==> config.mk <==
export PLATFORM = sky130hd
export DESIGN_NAME = fp_mul_unit
export DESIGN_NICKNAME = d
export VERILOG_FILES = /design/src/hdl/fp_mul_pkg.sv /design/src/hdl/fp_mul_unit.sv /design/src/hdl/fp_norm_round.sv /design/src/hdl/fp_mul_core.sv /design/src/hdl/unsigned_multiplier.sv /design/src/hdl/fp_operand_prenormalize.sv /design/src/hdl/clz.sv /design/src/hdl/fp_operand_classify.sv
export SDC_FILE = /design/constraint.sdc
export NUM_CORES = 2
export LEC_CHECK = 0
export BUFFER_PORTS_ARGS = -buffer_cell sky130_fd_sc_hd__buf_2
export CELL_PAD_IN_SITES_DETAIL_PLACEMENT = 1
export CELL_PAD_IN_SITES_GLOBAL_PLACEMENT = 1
export CORE_UTILIZATION = 50
export CTS_CLUSTER_SIZE = 12
export DETAILED_ROUTE_END_ITERATION = 10
export PLACE_DENSITY = 0.81
export SKIP_LAST_GASP = 1
export SLEW_MARGIN = 0
export SYNTH_ARGS = -nofsm -noshare
export SYNTH_HDL_FRONTEND = slang
export SYNTH_SLANG_ARGS = --single-unit
export TNS_END_PERCENT = 20
==> constraint.sdc <==
create_clock -name clk -period 8 [get_ports clk]
set_input_delay 0.8 -clock clk [delete_from_list [all_inputs] [get_ports clk]]
set_output_delay 0.8 -clock clk [all_outputs]
set_load 0.02 [all_outputs]
==> src/hdl/fp_mul_pkg.sv <==
`default_nettype none

package fp_mul_pkg;

  //////////////////////////////
  // binary32 format
  localparam int FLEN = 32;
  localparam int EXPO_WIDTH = 8;
  localparam int FRAC_WIDTH = 23;
  localparam int BIAS = 127;

  // significand with hidden bit, and exponent with room for sign and carry
  localparam int SIG_WIDTH = FRAC_WIDTH + 1;
  localparam int EXPO_EXT_WIDTH = EXPO_WIDTH + 2;

  localparam int ID_WIDTH = 3;

  localparam logic [FLEN-1:0] CANONICAL_NAN = 32'h7FC0_0000;

  // RISC-V rm field encoding
  typedef enum logic [2:0] {
    RNE = 3'd0,
    RTZ = 3'd1,
    RDN = 3'd2,
    RUP = 3'd3,
    RMM = 3'd4
  } fp_rm_e;

  // fflags order, nv is the MSB
  typedef struct packed {
    logic nv;
    logic dz;
    logic of;
    logic uf;
    logic nx;
  } fp_flags_t;

  typedef struct packed {
    logic zero;
    logic inf;
    logic qnan;
    logic snan;
    logic subnormal;
    logic hidden;
  } fp_class_t;

  typedef struct packed {
    logic [FLEN-1:0] rs1;
    logic [FLEN-1:0] rs2;
    fp_rm_e rm;
    logic [ID_WIDTH-1:0] id;
  } fp_issue_t;

  typedef struct packed {
    logic [FLEN-1:0] rd;
    fp_flags_t fflags;
    logic [ID_WIDTH-1:0] id;
  } fp_wb_t;

  // unrounded product handed to the normalize/round stage
  typedef struct packed {
    logic sign;
    logic signed [EXPO_EXT_WIDTH-1:0] expo;
    logic [SIG_WIDTH:0] frac;
    logic [2:0] grs;
    fp_rm_e rm;
    logic special;
    logic [FLEN-1:0] special_result;
    logic invalid;
  } fp_pre_round_t;

endpackage

`default_nettype wire
==> src/hdl/fp_mul_unit.sv <==
`timescale 1ns/10ps
`default_nettype none

module fp_mul_unit #(
  parameter bit ENABLE_SUBNORMAL = 1'b1
) (
  input  logic clk,
  input  logic rst_n,
  input  fp_mul_pkg::fp_issue_t issue,
  input  logic new_request,
  output logic ready,
  output fp_mul_pkg::fp_wb_t wb,
  output logic done,
  input  logic ack
);
  import fp_mul_pkg::*;

  fp_pre_round_t pre_round;
  logic [FLEN-1:0] result_rd;
  fp_flags_t result_flags;
  logic [ID_WIDTH-1:0] result_id;

  fp_mul_core #(.ENABLE_SUBNORMAL(ENABLE_SUBNORMAL)) core (
    .clk(clk),
    .rst_n(rst_n),
    .issue(issue),
    .new_request(new_request),
    .ready(ready),
    .ack(ack),
    .done(done),
    .id(result_id),
    .pre_round(pre_round)
  );

  // rounding sits after the output register, so wb stays stable under back-pressure
  fp_norm_round norm_round (
    .pre_round(pre_round),
    .rd(result_rd),
    .fflags(result_flags)
  );

  assign wb = '{rd: result_rd, fflags: result_flags, id: result_id};

endmodule

`default_nettype wire

==> src/hdl/fp_norm_round.sv <==
`timescale 1ns/10ps
`default_nettype none

module fp_norm_round (
  input  fp_mul_pkg::fp_pre_round_t pre_round,
  output logic [fp_mul_pkg::FLEN-1:0] rd,
  output fp_mul_pkg::fp_flags_t fflags
);
  import fp_mul_pkg::*;

  localparam int EXPO_ALL_ONES = 2**EXPO_WIDTH - 1;

  logic signed [EXPO_EXT_WIDTH-1:0] expo_norm;
  logic signed [EXPO_EXT_WIDTH-1:0] expo_rnd;
  logic [SIG_WIDTH-1:0] sig_norm;
  logic [SIG_WIDTH:0] sig_sum;
  logic [FRAC_WIDTH-1:0] frac_rnd;
  logic guard;
  logic sticky;
  logic inexact;
  logic round_up;
  logic overflow;
  logic underflow;
  logic max_finite;

  // safe bit set means the product is in [2,4)
  always_comb begin
    if (pre_round.frac[SIG_WIDTH]) begin
      sig_norm = pre_round.frac[SIG_WIDTH:1];
      guard = pre_round.frac[0];
      sticky = |pre_round.grs;
      expo_norm = pre_round.expo + EXPO_EXT_WIDTH'(1);
    end else begin
      sig_norm = pre_round.frac[SIG_WIDTH-1:0];
      guard = pre_round.grs[2];
      sticky = |pre_round.grs[1:0];
      expo_norm = pre_round.expo;
    end
  end

  assign inexact = guard | sticky;

  always_comb begin
    case (pre_round.rm)
      RNE: round_up = guard & (sticky | sig_norm[0]);
      RMM: round_up = guard;
      RUP: round_up = ~pre_round.sign & inexact;
      RDN: round_up = pre_round.sign & inexact;
      default: round_up = 1'b0;
    endcase
  end

  // carry out of the significand bumps the exponent
  assign sig_sum = {1'b0, sig_norm} + (SIG_WIDTH + 1)'(round_up);
  assign frac_rnd = sig_sum[SIG_WIDTH] ? sig_sum[FRAC_WIDTH:1] : sig_sum[FRAC_WIDTH-1:0];
  assign expo_rnd = expo_norm + EXPO_EXT_WIDTH'(sig_sum[SIG_WIDTH]);

  assign overflow = ~expo_rnd[EXPO_EXT_WIDTH-1] &
                    (expo_rnd[EXPO_EXT_WIDTH-2:0] >= EXPO_ALL_ONES);
  assign underflow = expo_rnd[EXPO_EXT_WIDTH-1] | (expo_rnd == '0);

  // directed modes that round toward zero saturate at the largest finite value
  assign max_finite = (pre_round.rm == RTZ) |
                      ((pre_round.rm == RDN) & ~pre_round.sign) |
                      ((pre_round.rm == RUP) & pre_round.sign);

  always_comb begin
    fflags = '0;
    if (pre_round.special) begin
      rd = pre_round.special_result;
      fflags.nv = pre_round.invalid;
    end else if (overflow) begin
      if (max_finite) begin
        rd = {pre_round.sign, {(EXPO_WIDTH-1){1'b1}}, 1'b0, {FRAC_WIDTH{1'b1}}};
      end else begin
        rd = {pre_round.sign, {EXPO_WIDTH{1'b1}}, {FRAC_WIDTH{1'b0}}};
      end
      fflags.of = 1'b1;
      fflags.nx = 1'b1;
    end else if (underflow) begin
      // flush to signed zero
      rd = {pre_round.sign, {(FLEN-1){1'b0}}};
      fflags.uf = 1'b1;
      fflags.nx = 1'b1;
    end else begin
      rd = {pre_round.sign, expo_rnd[EXPO_WIDTH-1:0], frac_rnd};
      fflags.nx = inexact;
    end
  end

endmodule

`default_nettype wire

==> src/hdl/fp_mul_core.sv <==
`timescale 1ns/10ps
`default_nettype none

module fp_mul_core #(
  parameter bit ENABLE_SUBNORMAL = 1'b1
) (
  input  logic clk,
  input  logic rst_n,
  input  fp_mul_pkg::fp_issue_t issue,
  input  logic new_request,
  output logic ready,
  input  logic ack,
  output logic done,
  output logic [fp_mul_pkg::ID_WIDTH-1:0] id,
  output fp_mul_pkg::fp_pre_round_t pre_round
);
  import fp_mul_pkg::*;

  fp_class_t rs1_cls;
  fp_class_t rs2_cls;
  logic [FLEN-1:0] swapped_rs1;
  logic [FLEN-1:0] swapped_rs2;
  logic [SIG_WIDTH-1:0] rs1_sig;
  logic [SIG_WIDTH-1:0] rs2_sig;
  logic [EXPO_WIDTH-1:0] rs2_shift;
  logic [2*SIG_WIDTH-1:0] product;

  logic [2:0] valid;
  logic [2:0] advance;

  logic sign_s0;
  logic invalid_s0;
  logic nan_s0;
  logic special_s0;
  logic [FLEN-1:0] special_result_s0;
  logic [EXPO_WIDTH-1:0] rs1_expo_s0;
  logic [EXPO_WIDTH-1:0] rs2_expo_s0;

  logic [ID_WIDTH-1:0] s1_id;
  fp_rm_e s1_rm;
  logic s1_sign;
  logic [EXPO_WIDTH-1:0] s1_rs1_expo;
  logic [EXPO_WIDTH-1:0] s1_rs2_expo;
  logic [EXPO_WIDTH-1:0] s1_shift;
  logic s1_special;
  logic [FLEN-1:0] s1_special_result;
  logic s1_invalid;
  logic signed [EXPO_EXT_WIDTH-1:0] expo_s1;

  logic [ID_WIDTH-1:0] s2_id;
  fp_rm_e s2_rm;
  logic s2_sign;
  logic signed [EXPO_EXT_WIDTH-1:0] s2_expo;
  logic s2_special;
  logic [FLEN-1:0] s2_special_result;
  logic s2_invalid;
  fp_pre_round_t pre_round_d;

  //////////////////////////////
  // operand decode
  fp_operand_classify #(.ENABLE_SUBNORMAL(ENABLE_SUBNORMAL)) rs1_classify (
    .operand(issue.rs1),
    .cls(rs1_cls)
  );

  fp_operand_classify #(.ENABLE_SUBNORMAL(ENABLE_SUBNORMAL)) rs2_classify (
    .operand(issue.rs2),
    .cls(rs2_cls)
  );

  fp_operand_prenormalize prenormalize (
    .rs1(issue.rs1),
    .rs2(issue.rs2),
    .rs1_cls(rs1_cls),
    .rs2_cls(rs2_cls),
    .swapped_rs1(swapped_rs1),
    .swapped_rs2(swapped_rs2),
    .rs1_frac(rs1_sig),
    .rs2_frac(rs2_sig),
    .rs2_shift(rs2_shift)
  );

  // subnormals carry an effective exponent of 1
  assign rs1_expo_s0 = (swapped_rs1[FLEN-2 -: EXPO_WIDTH] == '0) ? EXPO_WIDTH'(1) :
                       swapped_rs1[FLEN-2 -: EXPO_WIDTH];
  assign rs2_expo_s0 = (swapped_rs2[FLEN-2 -: EXPO_WIDTH] == '0) ? EXPO_WIDTH'(1) :
                       swapped_rs2[FLEN-2 -: EXPO_WIDTH];

  //////////////////////////////
  // special cases
  assign sign_s0 = issue.rs1[FLEN-1] ^ issue.rs2[FLEN-1];
  assign invalid_s0 = (rs1_cls.inf & rs2_cls.zero) | (rs1_cls.zero & rs2_cls.inf) |
                      rs1_cls.snan | rs2_cls.snan;
  assign nan_s0 = invalid_s0 | rs1_cls.qnan | rs2_cls.qnan;

  // inf times zero is already caught as a NaN above
  always_comb begin
    special_s0 = 1'b1;
    if (nan_s0) begin
      special_result_s0 = CANONICAL_NAN;
    end else if (rs1_cls.inf | rs2_cls.inf) begin
      special_result_s0 = {sign_s0, {EXPO_WIDTH{1'b1}}, {FRAC_WIDTH{1'b0}}};
    end else if (rs1_cls.zero | rs2_cls.zero) begin
      special_result_s0 = {sign_s0, {(FLEN-1){1'b0}}};
    end else begin
      special_s0 = 1'b0;
      special_result_s0 = '0;
    end
  end

  //////////////////////////////
  // stall chain
  assign advance[2] = ack | ~valid[2];
  assign advance[1] = ~valid[1] | advance[2];
  assign advance[0] = ~valid[0] | advance[1];
  assign ready = advance[0];
  assign done = valid[2];

  always_ff @(posedge clk) begin
    if (!rst_n) begin
      valid <= '0;
    end else begin
      if (advance[0]) valid[0] <= new_request;
      if (advance[1]) valid[1] <= valid[0];
      if (advance[2]) valid[2] <= valid[1];
    end
  end

  unsigned_multiplier #(.WIDTH(SIG_WIDTH)) sig_mul (
    .clk(clk),
    .rst_n(rst_n),
    .advance1(advance[0]),
    .advance2(advance[1]),
    .rs1(rs1_sig),
    .rs2(rs2_sig),
    .out(product)
  );

  // biased exponent, corrected for the pre-normalize shift
  assign expo_s1 = EXPO_EXT_WIDTH'(s1_rs1_expo) + EXPO_EXT_WIDTH'(s1_rs2_expo) -
                   EXPO_EXT_WIDTH'(BIAS) - EXPO_EXT_WIDTH'(s1_shift);

  // top 25 bits keep safe and hidden, the rest folds into grs
  always_comb begin
    pre_round_d.sign = s2_sign;
    pre_round_d.expo = s2_expo;
    pre_round_d.frac = product[2*SIG_WIDTH-1 -: SIG_WIDTH+1];
    pre_round_d.grs = {product[FRAC_WIDTH-1], product[FRAC_WIDTH-2], |product[FRAC_WIDTH-3:0]};
    pre_round_d.rm = s2_rm;
    pre_round_d.special = s2_special;
    pre_round_d.special_result = s2_special_result;
    pre_round_d.invalid = s2_invalid;
  end

  always_ff @(posedge clk) begin
    // mul1
    if (advance[0]) begin
      s1_id <= issue.id;
      s1_rm <= issue.rm;
      s1_sign <= sign_s0;
      s1_rs1_expo <= rs1_expo_s0;
      s1_rs2_expo <= rs2_expo_s0;
      s1_shift <= rs2_shift;
      s1_special <= special_s0;
      s1_special_result <= special_result_s0;
      s1_invalid <= invalid_s0;
    end
    // mul2
    if (advance[1]) begin
      s2_id <= s1_id;
      s2_rm <= s1_rm;
      s2_sign <= s1_sign;
      s2_expo <= expo_s1;
      s2_special <= s1_special;
      s2_special_result <= s1_special_result;
      s2_invalid <= s1_invalid;
    end
    // output
    if (advance[2]) begin
      id <= s2_id;
      pre_round <= pre_round_d;
    end
  end

endmodule

`default_nettype wire

==> src/hdl/unsigned_multiplier.sv <==
`timescale 1ns/10ps
`default_nettype none

module unsigned_multiplier #(
  parameter int WIDTH = 24
) (
  input  logic clk,
  input  logic rst_n,
  input  logic advance1,
  input  logic advance2,
  input  logic [WIDTH-1:0] rs1,
  input  logic [WIDTH-1:0] rs2,
  output logic [2*WIDTH-1:0] out
);

  logic [WIDTH-1:0] rs1_q;
  logic [WIDTH-1:0] rs2_q;

  // operand regs line up with mul1, product reg with mul2
  always_ff @(posedge clk) begin
    if (!rst_n) begin
      rs1_q <= '0;
      rs2_q <= '0;
      out <= '0;
    end else begin
      if (advance1) begin
        rs1_q <= rs1;
        rs2_q <= rs2;
      end
      if (advance2) begin
        out <= rs1_q * rs2_q;
      end
    end
  end

endmodule

`default_nettype wire

==> src/hdl/fp_operand_prenormalize.sv <==
`timescale 1ns/10ps
`default_nettype none

module fp_operand_prenormalize (
  input  logic [fp_mul_pkg::FLEN-1:0] rs1,
  input  logic [fp_mul_pkg::FLEN-1:0] rs2,
  input  fp_mul_pkg::fp_class_t rs1_cls,
  input  fp_mul_pkg::fp_class_t rs2_cls,
  output logic [fp_mul_pkg::FLEN-1:0] swapped_rs1,
  output logic [fp_mul_pkg::FLEN-1:0] swapped_rs2,
  output logic [fp_mul_pkg::SIG_WIDTH-1:0] rs1_frac,
  output logic [fp_mul_pkg::SIG_WIDTH-1:0] rs2_frac,
  output logic [fp_mul_pkg::EXPO_WIDTH-1:0] rs2_shift
);
  import fp_mul_pkg::*;

  localparam int CNT_WIDTH = $clog2(SIG_WIDTH + 1);

  logic swap;
  logic rs1_hidden;
  logic rs2_hidden;
  logic [SIG_WIDTH-1:0] rs2_sig;
  logic [CNT_WIDTH-1:0] rs2_lz;

  // a lone subnormal always goes to the second slot
  assign swap = rs1_cls.subnormal & ~rs2_cls.subnormal;

  assign swapped_rs1 = swap ? rs2 : rs1;
  assign swapped_rs2 = swap ? rs1 : rs2;
  assign rs1_hidden = swap ? rs2_cls.hidden : rs1_cls.hidden;
  assign rs2_hidden = swap ? rs1_cls.hidden : rs2_cls.hidden;

  assign rs1_frac = {rs1_hidden, swapped_rs1[FRAC_WIDTH-1:0]};
  assign rs2_sig = {rs2_hidden, swapped_rs2[FRAC_WIDTH-1:0]};

  clz #(.WIDTH(SIG_WIDTH)) rs2_clz (
    .clz_input(rs2_sig),
    .clz(rs2_lz)
  );

  // normal operands see a zero shift
  assign rs2_frac = rs2_sig << rs2_lz;
  assign rs2_shift = EXPO_WIDTH'(rs2_lz);

endmodule

`default_nettype wire

==> src/hdl/clz.sv <==
`timescale 1ns/10ps
`default_nettype none

module clz #(
  parameter int WIDTH = 24,
  localparam int CNT_WIDTH = $clog2(WIDTH + 1)
) (
  input  logic [WIDTH-1:0] clz_input,
  output logic [CNT_WIDTH-1:0] clz
);

  // priority encode on the highest set bit
  // later iterations override, so the MSB side wins
  always_comb begin
    clz = CNT_WIDTH'(WIDTH);
    for (int i = 0; i < WIDTH; i++) begin
      if (clz_input[i]) begin
        clz = CNT_WIDTH'(WIDTH - 1 - i);
      end
    end
  end

endmodule

`default_nettype wire

==> src/hdl/fp_operand_classify.sv <==
`timescale 1ns/10ps
`default_nettype none

module fp_operand_classify #(
  parameter bit ENABLE_SUBNORMAL = 1'b1
) (
  input  logic [fp_mul_pkg::FLEN-1:0] operand,
  output fp_mul_pkg::fp_class_t cls
);
  import fp_mul_pkg::*;

  logic [EXPO_WIDTH-1:0] expo;
  logic [FRAC_WIDTH-1:0] frac;
  logic expo_zero;
  logic expo_ones;
  logic frac_zero;

  assign expo = operand[FLEN-2 -: EXPO_WIDTH];
  assign frac = operand[FRAC_WIDTH-1:0];
  assign expo_zero = (expo == '0);
  assign expo_ones = (expo == '1);
  assign frac_zero = (frac == '0);

  // without subnormal support a zero exponent always reads as zero
  assign cls.zero = expo_zero & (frac_zero | !ENABLE_SUBNORMAL);
  assign cls.subnormal = expo_zero & ~frac_zero & ENABLE_SUBNORMAL;
  assign cls.inf = expo_ones & frac_zero;

  // quiet bit is the fraction MSB
  assign cls.qnan = expo_ones & frac[FRAC_WIDTH-1];
  assign cls.snan = expo_ones & ~frac[FRAC_WIDTH-1] & ~frac_zero;

  assign cls.hidden = ~expo_zero;

endmodule

`default_nettype wire

---- Yosys cells after proc, flatten, opt, wreduce, memory -nomap -nowiden ----
Cells that the tools add are included.
cells by class
  $add $sub $neg .......................... 6
  $mul .................................... 1
  $lt $le $gt $ge ......................... 1
  eq/ne operators ......................... 6
  shifts and indexed selects .............. 1
  multiplexer cells ....................... 48
  bitwise gates (word level) .............. 49
  reduce and logical (&&, ||, !) cells .... 12
operator list
  kind                                                 number
  two-way mux 31 bit                                   4
  two-way mux 32 bit                                   3
  two-way mux 5 bit                                    16
  multiplier 24 x 24 -> 48 bit                         1
  two-way mux 24 bit                                   2
  zero test 23 bit                                     2
  zero test 8 bit                                      4
  two-way mux 4 bit                                    8
  adder 24 x 1 -> 25 bit                               1
  << shifter 24 x 5 -> 24 bit                          1
  two-way mux 23 bit                                   1
  bitwise AND 1 bit                                    21
  OR reduction 21 bit                                  1
  == test 8 bit (second input constant)                2
  OR 1 bit                                             15
  NOT 1 bit                                            12
  two-way mux 1 bit                                    11
  adder 10 x 1 -> 10 bit                               1
  adder 10 x 2 -> 10 bit (second input constant)       1
  zero test 10 bit                                     1
  two-way mux 10 bit                                   1
  subtractor 10 x 5 -> 10 bit                          1
  subtractor 10 x 7 -> 10 bit (second input constant)  1
  adder 8 x 8 -> 9 bit                                 1
  other kinds (10)                                     12
word-level totals
  register bits after elaboration ......... 291
  word-level logic and storage cells ...... 156

---- Depth between registers and ports, before layout ----
  depth in word-level cells ............... 31
  mapped depth ............................ 29
  mapped depth without buffers ............ 28

---- Modules after synthesis ----
Synthesis repeated with hierarchy kept, for this count alone.
unflattened totals
  cells, all modules ...................... 3,556
  area, all modules ....................... 32,831.5 um^2
by module, submodules not included
  module                   instances  cells an instance  area each (um^2)  sequential area each (um^2)
  unsigned_multiplier      1          2,574              22,758.1          1,921.8
  fp_mul_core              1          252                4,349.2           3,303.2
  fp_norm_round            1          377                2,645.0           0.0
  fp_operand_prenormalize  1          263                2,513.7           0.0
  fp_operand_classify      2          21                 150.1             0.0
  clz                      1          48                 265.3             0.0

---- Worst setup path before layout ----
Ideal clock, no wire load.
  path type ............................... flip-flop to output port
  start point ............................. reg core.pre_round[64] (netlist name)
  end point ............................... out wb[30] (netlist name)
  data arrival time ....................... 6.658 ns
  data required time ...................... 7.200 ns
  setup slack ............................. 0.542 ns
  cell stages (with the launch flop) ...... 29
  path buffers ............................ 4
  cells stage by stage .................... edfxtp_1 clkbuf_1 clkbuf_1 clkbuf_1 clkbuf_1 mux2i_1 o41ai_1 ha_1 ha_1 nand3_1 nor2_1 nand2_1 nor3b_1 nand4_1 nor4_1 and3_1 ha_1 ha_1 nand2_1 nand2_1 a32oi_1 mux2i_1 and3_1 nand3_1 xnor2_1 a31o_2 nand2_1 nor3_1 o41ai_1
RTL lines
  what       line               source
  to (decl)  fp_mul_unit.sv:12  output fp_mul_pkg::fp_wb_t wb,

---- Final worst setup path ----
  start point ............................. reg core.sig_mul.rs1_q[15]
  end point ............................... reg core.sig_mul.out[44]
between the ends
  word-level cells in the longest chain between the ends .. 1
RTL lines
  what                          line                       source
  from (decl)                   unsigned_multiplier.sv:16  logic [WIDTH-1:0] rs1_q;
  from (signal assigned)        unsigned_multiplier.sv:27  rs1_q <= rs1;
  multiplier 24 x 24 -> 48 bit  unsigned_multiplier.sv:31  out <= rs1_q * rs2_q;
  to (signal assigned)          unsigned_multiplier.sv:31
  to (decl)                     unsigned_multiplier.sv:13  output logic [2*WIDTH-1:0] out
No other way between the ends.
A chain may end at the register's enable or synchronous reset.

==> results_dict.tcl <==
set metrics [dict create \
    status "completed" \
    cellPowerDensity_nw_per_um2 209.0 \
    yosysSeqAreaShare 0.1694 \
    io_pins 116 \
    drive_above_1_share 0.09026 \
    numCtsBuffers 24 \
    gp_congestion 0.9334 \
    finClkSkew_ns 0.02315 \
    r2r_end "core.sig_mul.out[44]$_SDFFE_PN0P_" \
    antenna-diode-count 0 \
    vias 24610 \
    r2r_cells 26 \
    grt_setup_unrepaired "true" \
    synth_nets 4174 \
    coreArea_sq_um 59460 \
    drc_errors 0 \
    insertion_delay_ns 0.55 \
    wl_per_cell_um 22.95 \
    ys.flop_type "edfxtp_1" \
    endpoint_kind "flop" \
    worst_pin_slew_ns 1.059 \
    fin_hold_ws_ns 0.4190 \
    finalNetCount 4233 \
    timing.final.max_slew_violations 0 \
    mostFrequentLayoutCells "576 x nand2_1, 572 x inv_1, 484 x fa_1, 242 x and2_1, 200 x ha_1" \
    synth_top_area_cell "fa_1" \
    r2r_slack_ns 0.22 \
    via_per_inst 5.772 \
    die_h_um 248.2 \
    dpl.hpwl_um 78640 \
    syn_area_per_cell_sq_um 8.873 \
    wl_um 97830 \
    min-delay-start "core.s1_sign$_DFFE_PP_" \
    hold_viol_final 0 \
    antenna_found_initial 1 \
    hold_path_end "core.s2_sign$_DFFE_PP_" \
    worstSetupPathType "reg2reg" \
    r2r-start "core.sig_mul.rs1_q[15]$_SDFFE_PN0P_" \
    start_kind "flop" \
    fmax_ghz 0.1286 \
    grt_pass1_vias 27870 \
    drt_iter0_drc 1330 \
    root_buffer "clkbuf_16" \
    yosysUniqueCellTypes 99 \
    grt_max_degree 82 \
    grt_pass1_wl_um 154600 \
    grt_use_total 0.3262 \
    crit_start "core.sig_mul.rs1_q[15]$_SDFFE_PN0P_" \
    setup_viol 0 \
    areaGrowthSynthToFinish_pct 8.219 \
    final_common_cell "nand2_1" \
    rows 89 \
    synth_area_leaders "fa_1 32%, edfxtp_1 10%, ha_1 8.3%, nand2_1 7.1%, inv_1 7.1%" \
    max_stage_delay_ns 0.65 \
    power.leakage_nw 15.70 \
    cts_sinks 204 \
    synth_area_sq_um 30310 \
    crit_arrival_ns 8.22 \
    overflow 0 \
    async_flop_share 0 \
    crit_path_frequent_cell "fa_1" \
    critPathSlowestCell "o41ai_1" \
    synth_edf_count 105 \
    cts_tree "built" \
    start_util 0.5097 \
    path_clk_slew_ns 0.06 \
    synth_warnings 0 \
    portBuffers 114 \
    synth_top_area_frac 0.3197 \
    multi_input_area_sq_um 22360 \
    slew_headroom 0.2929 \
    crit_fanout 10 \
    place_ws_ns 0.1134 \
    cts.htree.levels 1 \
    antenna_left 0 \
    fin_crit_sh 0.9722 \
    cts_hold_buf 0 \
    cp_data_required_time_ns 8.45 \
    vdd_ir_drop_max_mv 0.1515 \
    hold_path_depth 0 \
    ys_ff_latch 204 \
    fin_ws_ns 0.2225 \
    min_period_ns 7.777 \
    nFillCells 6982 \
    seqCellArea_sq_um 5150 \
    cap_violations 0 \
    drt_first_pass_iters 5 \
    die_w_um 248.2 \
    die-area_sq_um 61610 \
    hp-class "reg2reg" \
    cts_buffer_depth 3 \
    synth_cells 3416 \
]
critical path, delay by kind of cell (launching register included):
kind                     cells  cell delay (ns)
AO/OA/AOI/OAI                7             1.85
flip-flops                   1             0.62
adder cells (fa/ha/maj)      8             3.88
XOR/XNOR                     1             0.19
buffers and inverters        6             0.60
AND/OR/NAND/NOR              4             0.52
repair_timing:
action | CTS | global route
resized for setup | 1 | 20
endpoints found under the hold margin | 0 | 0
setup endpoints to repair | 6 | 33
buffers inserted | 0 | 0
gates cloned | 0 | 0
worst max path at each step:
stage / end / slack, ns / cells past startpoint
2_1_floorplan: wb[30] / 0.54 / 28
3_3_place_gp: core.sig_mul.out[47]$_SDFFE_PN0P_ / 0.35 / 25
3_5_place_dp: core.sig_mul.out[47]$_SDFFE_PN0P_ / 0.11 / 24
4_1_cts: core.sig_mul.out[47]$_SDFFE_PN0P_ / 0.04 / 24
5_1_grt: wb[15] / -0.09 / 27
6_report: core.sig_mul.out[44]$_SDFFE_PN0P_ / 0.22 / 26
per-layer routing:
metal	track usage	vias up	wire length, um
li1	-	10920	-
met1	0.3878	12670	37700
met2	0.5938	745	50890
met3	0.03512	265	4640
met4	0.1419	0	4603
met5	0	-	0
area by class of cell:
cell class | instances | area share
Sequential cell | 204 | 0.1570
Clock buffer | 31 | 0.01911
Multi-Input combinational cell | 2459 | 0.6818
Clock inverter | 10 | 0.003815
Inverter | 579 | 0.06630
Tap cell | 773 | 0.02949
Timing Repair Buffer | 207 | 0.04249
power by group:
group | total [W] | internal, W | switching, W
sequential | 0.00157 | 0.00134 | 0.000230
clock | 0.00108 | 0.000621 | 0.000457
combinational | 0.00421 | 0.00166 | 0.00255
total | 0.00686 | 0.00362 | 0.00324
registers in the layout, indices dropped and copies added (netlist names):
register                flops
core.id                     3
core.pre_round             47
core.s1_id                  3
core.s1_invalid             1
core.s1_rm                  3
core.s1_rs1_expo            8
core.s1_rs2_expo            8
core.s1_shift               5
core.s1_sign                1
core.s1_special             1
core.s1_special_result      3
core.s2_expo               10
core.s2_id                  3
core.s2_invalid             1
core.s2_rm                  3
core.s2_sign                1
core.s2_special             1
core.s2_special_result      3
core.sig_mul.out           48
core.sig_mul.rs1_q         24
core.sig_mul.rs2_q         24
core.valid                  3
Yosys cell counts, types with 65 or more instances:
library cell and count:
dfxtp_1 99, clkbuf_1 147, fa_1 484, and2_1 242, edfxtp_1 105, nor2_1 143
xnor2_1 70, ha_1 200, a21oi_1 142, nand2_1 577, inv_1 573, o21ai_0 65
stage by stage:
stage                     instances  total power, W  setup TNS, ns  utilization  area, sq um
final                          4263        0.006857              0       0.5516        32800
after global routing           4263        0.007333        -0.4893       0.5516        32800
after CTS                      4263        0.006850              0       0.5505        32740
after detailed placement       4222        0.005743              0       0.5379        31980
after global placement         4222        0.005528              0       0.5379        31980
after floorplan                3416        0.004299              0            -        30310
cell families after synthesis:
family / synth area share
compound gates: 0.09945
flops: 0.1694
simple gates: 0.1775
other cells: 0.0001237
xor+xnor: 0.02919
mux: 0.02716
buf+inv: 0.09458
fa+ha+maj: 0.4026
No activity file was read; power rests on OpenSTA's default activity.
